`config.mk`:
```
export PLATFORM = sky130hd
export DESIGN_NAME = layerRegs
export DESIGN_NICKNAME = d
export VERILOG_FILES = /design/src/rtl/nnTypesPkg.sv /design/src/rtl/apbPkg.sv /design/src/rtl/layerRegs.sv
export VERILOG_INCLUDE_DIRS = /design/src /design/src/rtl
export SDC_FILE = /design/constraint.sdc
export NUM_CORES = 2
export LEC_CHECK = 0
export BUFFER_PORTS_ARGS = -buffer_cell sky130_fd_sc_hd__buf_4
export CORE_AREA = 2 2 736 738
export CTS_CLUSTER_DIAMETER = 150
export DETAILED_ROUTE_END_ITERATION = 8
export DIE_AREA = 0 0 738 740
export SYNTH_ARGS = -nofsm -noshare
export SYNTH_HDL_FRONTEND = slang
export SYNTH_SLANG_ARGS = --single-unit
```
`constraint.sdc`:
```
create_clock -name clk -period 3.3 [get_ports clk]
set_clock_uncertainty 0.05 [all_clocks]
set_input_delay 0.165 -clock clk [delete_from_list [all_inputs] [get_ports clk]]
set_output_delay 0.165 -clock clk [all_outputs]
set_load 0.02 [all_outputs]
```
`src/rtl/layer_config.svh`:
```
`ifndef LAYER_CONFIG_SVH
`define LAYER_CONFIG_SVH

// Layer geometry
`define INPUT_COUNT 10
`define NEURON_COUNT 4

// Fixed-point format, Q13 with 16-bit results
`define DATA_WIDTH 32
`define FRAC_BITS 13
`define OUT_WIDTH 16

`define APB_ADDR_WIDTH 12

// Register map, byte addresses
`define ACT_BASE 12'h000
`define CTRL_ADDR 12'h080
`define STATUS_ADDR 12'h084
`define RESULT_BASE 12'h0C0
`define WEIGHT_BASE 12'h100
`define WEIGHT_BLOCK_WORDS 16 // Words 0-9 weights, word 10 bias

`endif

```
`src/rtl/nnTypesPkg.sv`:
```
`default_nettype none

`include "layer_config.svh"

package nnTypesPkg;

	// Two's complement Q13 word, arithmetic wraps
	typedef logic signed [`DATA_WIDTH-1:0] dataWord_t;

	typedef dataWord_t [`INPUT_COUNT-1:0] actVector_t;

	// Run-time loaded coefficients of one neuron
	typedef struct packed
	{
		actVector_t weights;
		dataWord_t bias;
	} neuronParams_t;

	typedef logic [`OUT_WIDTH-1:0] neuronOut_t; // After ReLU, never negative

	typedef neuronOut_t [`NEURON_COUNT-1:0] layerOut_t;

endpackage

`default_nettype wire

```
`src/rtl/apbPkg.sv`:
```
`default_nettype none

`include "layer_config.svh"

package apbPkg;

	typedef logic [`APB_ADDR_WIDTH-1:0] apbAddr_t;
	typedef logic [`DATA_WIDTH-1:0] apbData_t;

	// Master to slave
	typedef struct packed
	{
		logic psel;
		logic penable;
		logic pwrite;
		apbAddr_t paddr;
		apbData_t pwdata;
	} apbReq_t;

	// Slave to master, valid in the access cycle
	typedef struct packed
	{
		apbData_t prdata;
		logic pready;
		logic pslverr;
	} apbResp_t;

endpackage

`default_nettype wire

```
`src/rtl/layerRegs.sv`:
```
`default_nettype none

`include "layer_config.svh"

module layerRegs
	import nnTypesPkg::*, apbPkg::*;
(
	input wire logic clk,
	input wire logic reset,
	input wire apbReq_t apbReq,
	output apbResp_t apbResp,
	input wire layerOut_t results,
	input wire logic done,
	output actVector_t activations,
	output neuronParams_t params [`NEURON_COUNT],
	output logic start,
	output logic clearDone
);

	localparam int WordBits = `APB_ADDR_WIDTH - 2;
	localparam int ActIdxBits = $clog2(`INPUT_COUNT);
	localparam int NeuronBits = $clog2(`NEURON_COUNT);
	localparam int SlotBits = $clog2(`WEIGHT_BLOCK_WORDS);

	localparam logic [WordBits-1:0] ActWord = WordBits'(`ACT_BASE >> 2);
	localparam logic [WordBits-1:0] CtrlWord = WordBits'(`CTRL_ADDR >> 2);
	localparam logic [WordBits-1:0] StatusWord = WordBits'(`STATUS_ADDR >> 2);
	localparam logic [WordBits-1:0] ResultWord = WordBits'(`RESULT_BASE >> 2);
	localparam logic [WordBits-1:0] WeightWord = WordBits'(`WEIGHT_BASE >> 2);

	logic access;
	logic writeEn;
	logic [WordBits-1:0] wordAddr;
	logic [WordBits-1:0] actOffset;
	logic [WordBits-1:0] resOffset;
	logic [WordBits-1:0] weightOffset;
	logic [ActIdxBits-1:0] actIdx;
	logic [NeuronBits-1:0] resIdx;
	logic [NeuronBits-1:0] neuronIdx;
	logic [SlotBits-1:0] slot;
	logic isAct;
	logic isCtrl;
	logic isStatus;
	logic isResult;
	logic inWeightBlock;
	logic isWeight;
	logic isBias;
	logic mapped;
	logic accessError;
	dataWord_t readData;

	assign access = apbReq.psel && apbReq.penable;
	assign wordAddr = apbReq.paddr[`APB_ADDR_WIDTH-1:2]; // Byte lanes ignored

	// Offsets wrap below each base, so one compare bounds both ends
	assign actOffset = wordAddr - ActWord;
	assign resOffset = wordAddr - ResultWord;
	assign weightOffset = wordAddr - WeightWord;

	assign actIdx = actOffset[ActIdxBits-1:0];
	assign resIdx = resOffset[NeuronBits-1:0];
	assign slot = weightOffset[SlotBits-1:0];
	assign neuronIdx = weightOffset[SlotBits +: NeuronBits];

	assign isAct = actOffset < WordBits'(`INPUT_COUNT);
	assign isCtrl = wordAddr == CtrlWord;
	assign isStatus = wordAddr == StatusWord;
	assign isResult = resOffset < WordBits'(`NEURON_COUNT);
	assign inWeightBlock = weightOffset < WordBits'(`NEURON_COUNT * `WEIGHT_BLOCK_WORDS);
	assign isWeight = inWeightBlock && (slot < SlotBits'(`INPUT_COUNT));
	assign isBias = inWeightBlock && (slot == SlotBits'(`INPUT_COUNT));

	assign mapped = isAct || isCtrl || isStatus || isResult || isWeight || isBias;
	// Status and results are read only
	assign accessError = !mapped || (apbReq.pwrite && (isStatus || isResult));
	assign writeEn = access && apbReq.pwrite && !accessError;

	always_comb
	begin
		readData = '0; // CTRL reads back 0
		if (isAct)
			readData = activations[actIdx];
		else if (isStatus)
			readData = dataWord_t'(done);
		else if (isResult)
			readData = dataWord_t'(results[resIdx]);
		else if (isWeight)
			readData = params[neuronIdx].weights[slot];
		else if (isBias)
			readData = params[neuronIdx].bias;
	end

	assign apbResp.prdata = (access && !apbReq.pwrite) ? readData : '0;
	assign apbResp.pready = 1'b1; // No wait states
	assign apbResp.pslverr = access && accessError;

	always_ff @(posedge clk)
	begin
		if (reset)
		begin
			activations <= '0;
			params <= '{default: '0};
			start <= 1'b0;
		end
		else
		begin
			start <= writeEn && isCtrl && apbReq.pwdata[0];
			if (writeEn && isAct)
				activations[actIdx] <= apbReq.pwdata;
			if (writeEn && isWeight)
				params[neuronIdx].weights[slot] <= apbReq.pwdata;
			if (writeEn && isBias)
				params[neuronIdx].bias <= apbReq.pwdata;
		end
	end

	// Same edge that launches the neurons also drops the old done
	assign clearDone = start;

	penableNeedsPsel: assert property (@(posedge clk) disable iff (reset)
		apbReq.penable |-> apbReq.psel);

	startIsPulse: assert property (@(posedge clk) disable iff (reset)
		start |=> !start);

endmodule

`default_nettype wire

```
==> results.cfg <==
[timing]
period_share = 1.20
tightestPinTransition_ns = 1.23
slew_headroom = 0.175
fin_crit_ns = 3.95
drv_slew = 0
finalHoldViolations = 0
finalSetupViolCount = 26
layout_setup_ws_ns = -0.654
rsz0062_at_grt = yes
holdWs_ns = 0.0689
max_freq_mhz = 253

[final_layout]
final_cell_mix = nand2_1 (3484), buf_4 (2312), a21oi_1 (1794), dfxtp_1 (1537), mux4_2 (419)
final_net_count = 10977
final_common_cell = nand2_1
utilization = 0.207
area_delta_synth_final_pct = 50.1
drive_above_1_share = 0.345

[routing]
drtIter0Drc = 13109
ant_nets = 0
routed_wl_um = 761000
drc_errors = 0
viasPerCell = 4.59
wl_per_cell_um = 41.6
num_vias = 83953
first_pass_iters = 8

[outcome]
outcome = complete, but fails checks
violations = negative setup slack

[yosys]
synth_flop_cell = dfxtp_1
synth_cells = 8979
synth_edf_count = 0
synth_xor_area_frac = 0
async_reset_ff_frac = 0
netlist_area_mm2 = 0.0744
synth_compound_area_frac = 0.144
synth_top_family_by_area = simple AND/OR/NAND/NOR gates
synth-seq-cells = 1729
ys_types = 61
synthAdderAreaFrac = 0
avgSynthCellArea_um2 = 8.28
synth_nets = 9093
synth_mux_area_frac = 0.143
ys_seq_area_frac = 0.465
yosys_warnings = 0
synth-simple-area-share = 0.197

[global_route]
globalRouteTotalUtil = 0.265
grt_max_degree = 200
antenna_found_initial = 84
grt-ovfl-total = 0
grt_pass1_wl_um = 929000
grt_pass1_vias = 74831

[worst_hold_path]
hold-path-cell-count = 7
hold_class = in -> reg

[cts]
clock_sinks = 1729
clock_path_buffers = 4
cts-root-buf = clkbuf_16
insertion_delay_ns = 0.85
cts_buffers = 215
clk_pin_slew_worst_paths_ns = 0.06
htreeDepth = 4
cts_tree = done

[worst_setup_path]
cp_max_fo = 3
timing.critical_path.required_ns = 3.08
cp-end-kind = output port
reg2reg_depth = 3
critPathKind = reg -> out
cp-start-kind = register
cp.arrival_ns = 3.74

[placement]
place_congestion = 0.995
io_buffers = 1874
pre_cts_ws_ns = -0.887
dp_hpwl_um = 618000

[floorplanning]
die_width_um = 738
row_count = 270
coreArea_mm2 = 0.539
die_h_um = 740
design.die.area_mm2 = 0.546
start_util = 0.138
io-pin-count = 1878

[pwr]
p_leak_uw = 0.0402
max-vdd-ir-drop_uv = 476
totalPowerFinal_uw = 49800
intPower_uw = 36600
seqPwrFrac = 0.418
p_per_area_mw_per_mm2 = 446
pwr-share-clk = 0.519
power.switching_uw = 13200
comb_power_share = 0.063
swShare = 0.266

[job]
max_cap_viol_count = 0
## area by class of cell
cell class / instances / area [um^2]
clock inverter: 91 / 1290
multi-input combinational: 6345 / 38100
timing repair buffer: 2567 / 21900
tap: 7208 / 9020
antenna: 32 / 80.1
inverter: 5 / 25.0
clock buffer: 307 / 6250
sequential: 1729 / 35000
fill: 59245 / 427000
## cells in the mapped netlist, types with 6 or more instances
library cell,count,area (um^2)
or4_1,10,75.1
a211oi_1,12,90.1
a221o_1,6,60.1
a2111oi_0,13,114
nand2_1,3525,13200
mux2_2,27,304
o221ai_1,12,105
nor2_1,97,364
nor2b_1,9,56.3
nand2b_1,6,37.5
o22ai_1,77,482
buf_1,16,60.1
a22o_1,10,87.6
clkbuf_1,677,2540
nor3_1,34,170
nand2_4,10,113
mux4_2,419,9440
buf_4,26,195
o21ai_0,32,160
a221oi_1,33,289
mux2i_1,93,931
nor4_1,7,43.8
buf_2,178,891
a21oi_1,1803,9020
dfxtp_1,1729,34600
nand4_1,7,43.8
a22oi_1,8,60.1
nand3_1,26,130
a211o_1,7,61.3
## worst max-delay path, stage by stage, from the launching register on
cell and delay, ns:
dfxtp_1 0.60, mux4_2 0.37, mux2i_1 0.09, a311oi_1 0.38
buf_4 0.23, a21oi_1 0.18, nor4_2 0.60, buf_4 0.25
## cells by family (layout without fill, tap and decap cells)
group | after synthesis | after routing
AND/OR/NAND/NOR | 3772 | 3772
other | 1 | 33
AO/OA/AOI/OAI | 2033 | 2033
flip-flops | 1729 | 1729
multiplexers | 539 | 539
buffers and inverters | 905 | 2970
## routing by layer
metal	track usage	up-vias	routed length, um	part of all wire
li1	-	34277	-	-
met4	0.129	8	48400	0.064
met3	0.158	1272	125000	0.16
met5	0	-	55	0.000072
met1	0.300	41863	272000	0.36
met2	0.393	6533	316000	0.42
## power by group through the flow
stage / clock network, uW / registers (uW) / logic [uW]
floorplan: 0 / 21300 / 1300
global placement: 0 / 21300 / 2950
detailed placement: 0 / 21300 / 2960
CTS: 26100 / 20800 / 3080
global route: 26800 / 20800 / 3170
finish: 25900 / 20800 / 3140
## state kept, by name (all words and copies together), names as in the netlist
signal and cells:
params 1408, activations 320, clearDone 1
## timing repair
action                                 4_1_cts  5_1_grt
hold buffers                                37        0
endpoints found under the hold margin     1558        0
buffers inserted                            36        9
gates resized for setup                    418       60
setup endpoints to repair                   32       26
pin swaps                                   65       27
## through the flow
step / std cells / setup TNS, ns / area, um^2
floorplan: 8979 / 0 / 74400
global placement: 17779 / -14.58 / 102000
detailed placement: 17781 / -13.96 / 102000
CTS: 18243 / -7.22 / 111000
global route: 18260 / -6.84 / 112000
finish: 18284 / -6.56 / 112000
## worst paths after layout
check | start | end | slack (ns)
setup / recovery | params[251] | apbResp[29] | -0.65
hold / removal | apbReq[35] | params[1194] | 0.07
setup reg to reg | params[44] | params[44] | 2.01
hold reg to reg | activations[147] | activations[147] | 0.42
Note: power is estimated with default switching activity, not from simulation.
