$ cat config.mk
export PLATFORM = sky130hd
export DESIGN_NAME = resultCollector
export DESIGN_NICKNAME = d
export VERILOG_FILES = /design/src/rtl/nnTypesPkg.sv /design/src/rtl/resultCollector.sv
export VERILOG_INCLUDE_DIRS = /design/src /design/src/rtl
export SDC_FILE = /design/constraint.sdc
export NUM_CORES = 1
export LEC_CHECK = 0
export BUFFER_PORTS_ARGS = -buffer_cell sky130_fd_sc_hd__buf_2
export CAP_MARGIN = 20
export CORE_MARGIN = 1.5
export CORE_UTILIZATION = 43
export CTS_BUF_LIST = sky130_fd_sc_hd__clkbuf_16
export CTS_CLUSTER_SIZE = 24
export DETAILED_ROUTE_END_ITERATION = 12
export MAX_ROUTING_LAYER = met4
export PLACE_DENSITY = 0.79
export SETUP_SLACK_MARGIN = 0.4
export SLEW_MARGIN = 30
export SYNTH_ARGS = -nofsm -noshare
export SYNTH_HDL_FRONTEND = slang
export SYNTH_SLANG_ARGS = --single-unit
export TNS_END_PERCENT = 50
$ cat constraint.sdc
create_clock -name clk -period 0.95 [get_ports clk]
set_input_delay 0.095 -clock clk [delete_from_list [all_inputs] [get_ports clk]]
set_output_delay 0.095 -clock clk [all_outputs]
set_load 0.05 [all_outputs]
$ cat src/rtl/layer_config.svh
`ifndef LAYER_CONFIG_SVH
`define LAYER_CONFIG_SVH

// Layer geometry
`define INPUT_COUNT 10
`define NEURON_COUNT 4

// Fixed-point format, Q13 with 16-bit results
`define DATA_WIDTH 32
`define FRAC_BITS 13
`define OUT_WIDTH 16

`define APB_ADDR_WIDTH 12

// Register map, byte addresses
`define ACT_BASE 12'h000
`define CTRL_ADDR 12'h080
`define STATUS_ADDR 12'h084
`define RESULT_BASE 12'h0C0
`define WEIGHT_BASE 12'h100
`define WEIGHT_BLOCK_WORDS 16 // Words 0-9 weights, word 10 bias

`endif

$ cat src/rtl/nnTypesPkg.sv
`default_nettype none

`include "layer_config.svh"

package nnTypesPkg;

	// Two's complement Q13 word, arithmetic wraps
	typedef logic signed [`DATA_WIDTH-1:0] dataWord_t;

	typedef dataWord_t [`INPUT_COUNT-1:0] actVector_t;

	// Run-time loaded coefficients of one neuron
	typedef struct packed
	{
		actVector_t weights;
		dataWord_t bias;
	} neuronParams_t;

	typedef logic [`OUT_WIDTH-1:0] neuronOut_t; // After ReLU, never negative

	typedef neuronOut_t [`NEURON_COUNT-1:0] layerOut_t;

endpackage

`default_nettype wire

$ cat src/rtl/resultCollector.sv
`default_nettype none

`include "layer_config.svh"

module resultCollector
	import nnTypesPkg::*;
(
	input wire logic clk,
	input wire logic reset,
	input wire logic [`NEURON_COUNT-1:0] valid,
	input wire layerOut_t results,
	input wire logic clearDone,
	output layerOut_t layerResults,
	output logic done
);

	logic anyValid;

	assign anyValid = |valid;

	always_ff @(posedge clk)
	begin
		if (reset)
		begin
			layerResults <= '0;
			done <= 1'b0;
		end
		else
		begin
			for (int n = 0; n < `NEURON_COUNT; n++)
			begin
				if (valid[n])
					layerResults[n] <= results[n];
			end
			// A completion wins over a clear in the same cycle
			if (anyValid)
				done <= 1'b1;
			else if (clearDone)
				done <= 1'b0;
		end
	end

	// All neurons share one start, so they finish together
	validInLockstep: assert property (@(posedge clk) disable iff (reset)
		(valid == '0) || (valid == '1));

endmodule

`default_nettype wire

==> summary.txt, run 1 <==
Worst setup path
  • CP cell instances: buf_8
  • Critical path data arrival time: 0.82 ns
  • Buf/Inv on CP: 1
  • Slowest stage cell, crit path: dfxtp_4
  • Crit-path leading delay family: flip-flops
  • Worst EP required: 0.85 ns
  • CP peak stage delay: 0.36 ns
  • Worst Setup SP: layerResults[31]
  • Worst reg2reg startpoint: layerResults[57]
  • Worst setup SP type: flip-flop
  • CP Capture Type: output pin
  • Worst-path fanout max: 2
  • Crit path kind: flip-flop to output pin

Finish
  • Area grow syn2layout: 78.5%
  • Final core occ: 81.1%
  • Share of cells above drive strength 1: 62.4%
  • NumNets Final: 422
  • Register area: 1540 µm²
  • Area of the multi-input gates: 905 µm²
  • Diodes inserted: 0
  • Fillers: 298
  • Commonest non-fill, non-tap cell in the layout: buf_2
  • Most frequent cells in the layout: buf_2 (70), buf_8 (65), mux2i_1 (64), nor2_1 (64), dfxtp_4 (64)

Logic synthesis
  • YS warnings: 0
  • Mapped cell area: 2360 µm²
  • Syn nets: 282
  • Dominant cells by area after synthesis: dfxtp_1 (55%), mux2i_1 (27%), nor2_1 (10%), buf_12 (3.4%), buf_6 (1.9%)
  • Avg Cell Area, Syn: 11.2 µm²
  • Synth top area share: 55.0%
  • Synth Register Bits: 65
  • Sequential fraction of the synthesis area: 55.0%
  • Cells after Synth: 211
  • Netlist cell types: 10
  • Cell taking the most area after synthesis: dfxtp_1

Floorplanning
  • Horiz. Die Dim: 77.2 µm
  • Die H: 77.2 µm
  • Die ar.: 5950 µm²
  • Std-Cell Rows: 26
  • Initial Utilization: 45.4%
  • IO Pins: 136
  • Core area: 5200 µm²

Clocking
  • Max clock buf depth: 2
  • Clk sinks: 65
  • CTS tree: done
  • CTS Hold Bufs: 0
  • Worst-path clk slew: 0.05 ns
  • Clk_lat worst skew: 0.31 ns
  • Num CTS Buffers: 9
  • H-tree lvl count: 3
  • Clock Root Buffer: clkbuf_16

STA
  • Peak Freq: 1100 MHz
  • Final Hold Viols: 0
  • Final Setup Violations: 0
  • Clock skew: 0 ns
  • Tmin final: 0.912 ns
  • RSZ-0062 raised after global routing: true
  • Fin. max-slew vios: 0
  • Slew @ Worst Pin: 0.527 ns
  • Worst rel slew slack: 64.8%
  • Hold slack: 0.0148 ns
  • Final Cycle Share: 96.0%

Placement
  • Input/output buffers: 135
  • Final Wtd Congestion: 0.762
  • Detail Placement HPWL: 3740 µm

GRT
  • Largest net degree at the start of global routing: 47
  • Global route total overflow: 0
  • Total GRT Usage: 23.1%
  • Vias in the first global route: 2233
  • Initial antenna violation count: 0
  • First-pass GRT wire length: 10400 µm

Drt
  • Met1 Routed Length: 2500 µm
  • Met3 Wirelength: 403 µm
  • Vias: 2037
  • 1st-pass router iterations: 4
  • Post-route ant nets: 0
  • Top routing layer used: met4
  • WL/cell: 15.0 µm
  • WL met2: 3400 µm
  • DRC Markers: 0
  • DRT Wirelength: 6410 µm
  • DR iter-0 viols: 57
  • Drt via density: 4.78

Run
  • Number of max-cap violations: 0

Min path
  • Min-Delay Startpoint: results[60]
  • HP Class: input port to flip-flop

Power
  • VDD IR max: 1.12 mV
  • Pleak: 2.03 nW
  • PD cells: 1810 nW/µm²

Outcome
  • Status: finished, final reports clean
## cell type report
cell class / count / area share (%)
Clock buffer: 9 / 5.33
Clock inverter: 7 / 1.30
Multi-Input combinational cell: 131 / 21.4
Sequential cell: 65 / 36.5
Tap cell: 70 / 2.07
Timing Repair Buffer: 144 / 33.3
## cells by family (layout without fill, tap and decap cells)
logic type             after synthesis  count (layout)  synth area share (%)
AOI/OAI and AO/OA                    1               1                 0.211
buffers and inverters               15             160                  6.72
DFF                                 65              65                  55.0
muxes                               64              64                  27.1
and+or+nand+nor                     66              66                  11.0
## worst paths after layout
path / endpoint / slack (ns) / cells past startpoint
worst min register to register: done / 0.48 / 2
worst min-delay path: layerResults[60] / 0.01 / 3
worst max-delay path: layerResults[31] / 0.04 / 1
worst max register to register: layerResults[57] / 0.13 / 3
## report_power, final
group / internal [W] / switching [W] / total (W)
sequential: 0.00283 / 0.000148 / 0.00298
combinational: 0.000715 / 0.000901 / 0.00162
clock: 0.00198 / 0.00105 / 0.00303
## metrics by stage
| step | area [µm²] | power, W | setup TNS [ns] | setup WS [ns] | cells |
|---|---|---|---|---|---|
| 4_1_cts | 4180 | 0.00765 | 0 | 0.0376 | 420 |
| 3_5_place_dp | 3240 | 0.00421 | -0.0961 | -0.0187 | 403 |
| 2_1_floorplan | 2640 | 0.00393 | 0 | 0.206 | 211 |
| 3_3_place_gp | 3240 | 0.00419 | 0 | 0.00630 | 403 |
| 6_report | 4220 | 0.00763 | 0 | 0.0378 | 426 |
| 5_1_grt | 4220 | 0.00793 | 0 | 0.0177 | 426 |
## timing repair
| action | 4_1_cts | 5_1_grt |
|---|---|---|
| resized for setup | 195 | 0 |
| endpoints found under the setup margin | 130 | 130 |
| setup buffers | 1 | 6 |
## cell usage after synthesis
master,number
dfxtp_1,65
mux2i_1,64
nor2_1,64
buf_2,6
buf_12,4
buf_6,4
a21oi_1,1
clkbuf_1,1
nand2b_1,1
nor4_2,1
## layer usage
layer  global-route usage [%]  vias up
li1                         -      983
met4                     8.36        0
met5                        -        -
met3                     5.36       12
met2                     41.5       96
met1                     24.5      946
## state kept, by name, summed over array words and instances (netlist names)
name	flops
done	1
layerResults	64
Power figures use the tool's default switching activity.
==> run 2: changes to the inputs <==
SETUP_SLACK_MARGIN = 0.15   (was 0.4)
==> run 2 against run 1 <==
Setup slack better by 0.0037 ns; first-iteration DRC count is 11% lower; sequential power is 3% higher; clock skew did not move; routed wire length is 9.9% lower; via count down 4.0%; register-to-register slack hardly changed.
==> summary.txt, run 2 (same netlist as run 1, synthesis figures left out) <==
Worst setup path
  • CP Capture Type: output pin
  • Critical path data arrival time: 0.81 ns
  • Worst setup SP type: flip-flop
  • Worst-path fanout max: 2
  • Worst Setup SP: layerResults[5]
  • Worst reg2reg startpoint: layerResults[61]
  • Crit path kind: flip-flop to output pin
  • Crit-path leading delay family: flip-flops
  • Buf/Inv on CP: 1
  • CP peak stage delay: 0.35 ns
  • Slowest stage cell, crit path: dfxtp_2
  • CP cell instances: buf_8
  • Worst EP required: 0.85 ns

Floorplanning
  • Initial Utilization: 45.4%
  • Die ar.: 5950 µm²
  • Die H: 77.2 µm
  • Horiz. Die Dim: 77.2 µm
  • Std-Cell Rows: 26
  • Core area: 5200 µm²
  • IO Pins: 136

Placement
  • Detail Placement HPWL: 3740 µm
  • Input/output buffers: 135
  • Final Wtd Congestion: 0.719

Finish
  • Commonest non-fill, non-tap cell in the layout: buf_2
  • Share of cells above drive strength 1: 61.6%
  • Diodes inserted: 0
  • Area of the multi-input gates: 905 µm²
  • Largest Register: layerResults
  • Fillers: 334
  • Register area: 1380 µm²
  • Max FFs per register: 64
  • Top flop regs: layerResults x64, done x1
  • NumNets Final: 418
  • Final core occ: 75.1%
  • Most frequent cells in the layout: buf_2 (70), dfxtp_2 (65), mux2i_1 (64), nor2_1 (64), buf_6 (36)
  • Area grow syn2layout: 65.2%

Drt
  • Vias: 1955
  • Drt via density: 4.63
  • DRC Markers: 0
  • DRT Wirelength: 5780 µm
  • Post-route ant nets: 0
  • DR iter-0 viols: 51
  • WL/cell: 13.7 µm
  • 1st-pass router iterations: 4

Clocking
  • Clock Root Buffer: clkbuf_16
  • Clk sinks: 65
  • Worst-path clk slew: 0.05 ns
  • CTS tree: done
  • H-tree lvl count: 3
  • Num CTS Buffers: 9
  • Max clock buf depth: 2
  • Clk_lat worst skew: 0.31 ns

Outcome
  • Status: finished, final reports clean

GRT
  • First-pass GRT wire length: 9270 µm
  • Global route total overflow: 0
  • Total GRT Usage: 20.5%
  • Vias in the first global route: 2028
  • Largest net degree at the start of global routing: 38
  • Initial antenna violation count: 0

STA
  • Slew @ Worst Pin: 0.518 ns
  • Peak Freq: 1100 MHz
  • Tmin final: 0.909 ns
  • Final Hold Viols: 0
  • Hold slack: 0.0149 ns
  • Fin. max-slew vios: 0
  • RSZ-0062 raised after global routing: true
  • Worst rel slew slack: 65.5%
  • Final Cycle Share: 95.6%
  • Final Setup Violations: 0
  • Clock skew: 0 ns

Run
  • Number of max-cap violations: 0

Min path
  • Min-Delay Startpoint: results[47]
  • HP Class: input port to flip-flop

Power
  • Pleak: 1.94 nW
  • PD cells: 1940 nW/µm²
  • VDD IR max: 0.981 mV
[run 2: changes by cell type in the layout (fill, tap and decap cells not counted)]
cell / previous run / this run
inv_1: 3 / 2
clkinv_2: 2 / 1
buf_4: 8 / 3
buf_12: 1 / 2
clkinv_1: 1 / 3
dfxtp_4: 64 / 0
dfxtp_2: 1 / 65
buf_6: 0 / 36
buf_8: 65 / 29
[run 2: metal layers]
metal  global-route usage, %  routed length, µm  vias to the layer above
met5                       -                  0                        -
met2                    33.6               2800                       99
li1                        -                  -                      970
met1                    23.0               2400                      875
met4                    8.55                108                        0
met3                    6.79                459                       11
[run 2: area by class of cell]
cell class / count / share of cell area [%]
Multi-Input combinational cell: 131 / 23.2
Clock inverter: 7 / 1.38
Clock buffer: 9 / 5.76
Tap cell: 70 / 2.24
Timing Repair Buffer: 140 / 32.1
Sequential cell: 65 / 35.4
[run 2: power breakdown]
| part | internal, W | switching [W] |
|---|---|---|
| clock network | 0.00197 | 0.00103 |
| registers | 0.00293 | 0.000130 |
| logic | 0.000640 | 0.000889 |
| total | 0.00555 | 0.00205 |
[run 2: final timing paths]
check        slack (ns)               end  depth (start not counted)
max reg2reg        0.14  layerResults[61]                          3
min reg2reg        0.48              done                          2
min                0.01  layerResults[47]                          3
max                0.04   layerResults[5]                          1
[run 2: what timing repair did]
action                                  in CTS  in global routing
setup buffers                                1                  2
pin swaps                                    0                  0
endpoints found under the setup margin      65                 66
gates resized for setup                    172                 20
hold buffers                                 0                  0
hold endpoints to repair                     0                  0
[run 2: metrics by stage]
stage | cell area, µm² | TNS, ns | power, W | instances | setup WS (ns)
2_1_floorplan | 2400 | 0 | 0.00399 | 211 | 0.0680
5_1_grt | 3910 | 0 | 0.00789 | 422 | 0.00772
3_3_place_gp | 3050 | 0 | 0.00427 | 403 | 0.0149
3_5_place_dp | 3050 | -0.0757 | 0.00430 | 403 | -0.0393
4_1_cts | 3820 | 0 | 0.00760 | 420 | 0.0302
6_report | 3910 | 0 | 0.00760 | 422 | 0.0415
==> run 3: changes to the inputs <==
clock period = 0.89 ns   (was 0.95 ns; I/O delays follow)
==> run 3 against run 2 <==
The run now ends with negative setup slack left; flip-flop and latch count is the same; total power up 4.5%; combinational power increased by 13%; utilization rose by 2.7 points; largest cell class is now non-clock buffers.
==> summary.txt, run 3 (same netlist as run 1, synthesis figures left out) <==
Worst setup path
  • CP cell instances: buf_8
  • Worst reg2reg startpoint: layerResults[1]
  • Worst EP required: 0.80 ns
  • Reg2Reg Setup Slack: 0.06 ns
  • Buf/Inv on CP: 1
  • Critical path data arrival time: 0.82 ns
  • CP Capture Type: output pin
  • Slowest stage cell, crit path: dfxtp_2
  • Crit-path leading delay family: flip-flops
  • Worst Reg-to-Reg Cells: 3
  • Worst-path fanout max: 2
  • Worst setup SP type: flip-flop
  • CP peak stage delay: 0.36 ns
  • Worst reg2reg endpoint: layerResults[1]
  • Crit path kind: flip-flop to output pin

Min path
  • HP Class: input port to flip-flop
  • Min-Delay Path Depth: 3
  • Min-Delay Startpoint: results[36]
  • Worst hold endpoint: layerResults[36]

Floorplanning
  • Die ar.: 5950 µm²
  • Std-Cell Rows: 26
  • Die H: 77.2 µm
  • Initial Utilization: 45.4%
  • Horiz. Die Dim: 77.2 µm
  • Core area: 5200 µm²
  • IO Pins: 136

Placement
  • Input/output buffers: 135
  • Detail Placement HPWL: 3780 µm
  • Final Wtd Congestion: 0.719
  • Worst slack, placed: -0.101 ns

Clocking
  • H-tree lvl count: 3
  • CTS Hold Bufs: 0
  • Clk_lat worst skew: 0.30 ns
  • Num CTS Buffers: 9
  • Clk sinks: 65
  • Clock Root Buffer: clkbuf_16
  • Max clock buf depth: 2
  • CTS tree: done
  • Worst-path clk slew: 0.05 ns

Finish
  • Top flop regs: layerResults x64, done x1
  • Commonest non-fill, non-tap cell in the layout: buf_2
  • Max FFs per register: 64
  • Share of cells above drive strength 1: 62.9%
  • Diodes inserted: 0
  • Final core occ: 77.7%
  • Most frequent cells in the layout: buf_2 (70), dfxtp_2 (65), nor2_1 (64)
  • Area grow syn2layout: 71.1%
  • NumNets Final: 422
  • Largest Register: layerResults

STA
  • Final Setup Violations: 14
  • Slew @ Worst Pin: 0.547 ns
  • Worst rel slew slack: 63.5%
  • Fin worst setup slack: -0.0145 ns
  • Peak Freq: 1110 MHz
  • Setup TNS Final: -0.0655 ns
  • Hold slack: 0.0145 ns
  • Final Hold Viols: 0
  • Clock skew: 0 ns
  • Fin. max-slew vios: 0
  • RSZ-0062 raised after global routing: true
  • Tmin final: 0.905 ns
  • Final Cycle Share: 102%

Drt
  • Vias: 2005
  • Post-route ant nets: 0
  • Drt via density: 4.71
  • DRT Wirelength: 6390 µm
  • WL/cell: 15.0 µm
  • DRC Markers: 0
  • 1st-pass router iterations: 4
  • DR iter-0 viols: 65

GRT
  • Initial antenna violation count: 0
  • Largest net degree at the start of global routing: 34
  • First-pass GRT wire length: 10000 µm
  • Vias in the first global route: 2099
  • Global route total overflow: 0
  • Total GRT Usage: 22.2%

Outcome
  • Failing checks: negative setup slack
  • Status: complete, but fails checks

Power
  • PD cells: 1960 nW/µm²
  • VDD IR max: 1.62 mV
  • Pleak: 1.99 nW

Run
  • Number of max-cap violations: 0
run 3: cell types whose count changed in the layout (fill, tap and decap cells not counted), sizes merged:
cell | previous run | this run
buf | 140 | 144
bufinv | 1 | 0
clkinv | 4 | 5
run 3: power by group:
group	internal (W)	total, W	switching (W)
combinational	0.000764	0.00173	0.000971
sequential	0.00313	0.00329	0.000159
clock	0.00182	0.00292	0.00110
run 3: area by class of cell:
cell class / count / area [µm²]
Multi-Input combinational cell: 131 / 912
Fill cell: 320 / 1160
Tap cell: 70 / 87.6
Clock inverter: 7 / 30.0
Clock buffer: 9 / 225
Sequential cell: 65 / 1380
Timing Repair Buffer: 144 / 1410
run 3: metrics by stage:
stage,area (µm²),cells,total power [W]
3_5_place_dp,3070,404,0.00460
6_report,4050,426,0.00794
5_1_grt,4050,426,0.00826
4_1_cts,3970,421,0.00792
2_1_floorplan,2400,211,0.00425
3_3_place_gp,3070,404,0.00457
run 3: per-layer routing:
| layer | GRT usage, % | part of all wire (%) | up-vias | routed length (µm) |
|---|---|---|---|---|
| met2 | 39.4 | 51 | 92 | 3290 |
| met3 | 4.76 | 5.8 | 9 | 373 |
| li1 | - | - | 974 | - |
| met5 | - | 0 | - | 0 |
| met1 | 24.9 | 42 | 930 | 2660 |
| met4 | 6.36 | 1.2 | 0 | 75 |
run 3: how the worst max path moves through the flow:
stage                          start          endpoint  cells after the start
global route        layerResults[40]  layerResults[40]                      1
floorplan           layerResults[38]  layerResults[38]                      2
detailed placement          valid[3]  layerResults[62]                      3
CTS                 layerResults[37]  layerResults[37]                      1
global placement            valid[2]  layerResults[33]                      3
finish              layerResults[12]  layerResults[12]                      1
run 3: timing repair:
action                                  in CTS  in global routing
endpoints found under the hold margin        0                  0
pin swaps                                    0                  6
buffers inserted                             1                  5
endpoints found under the setup margin      65                 66
resized for setup                          213                 11
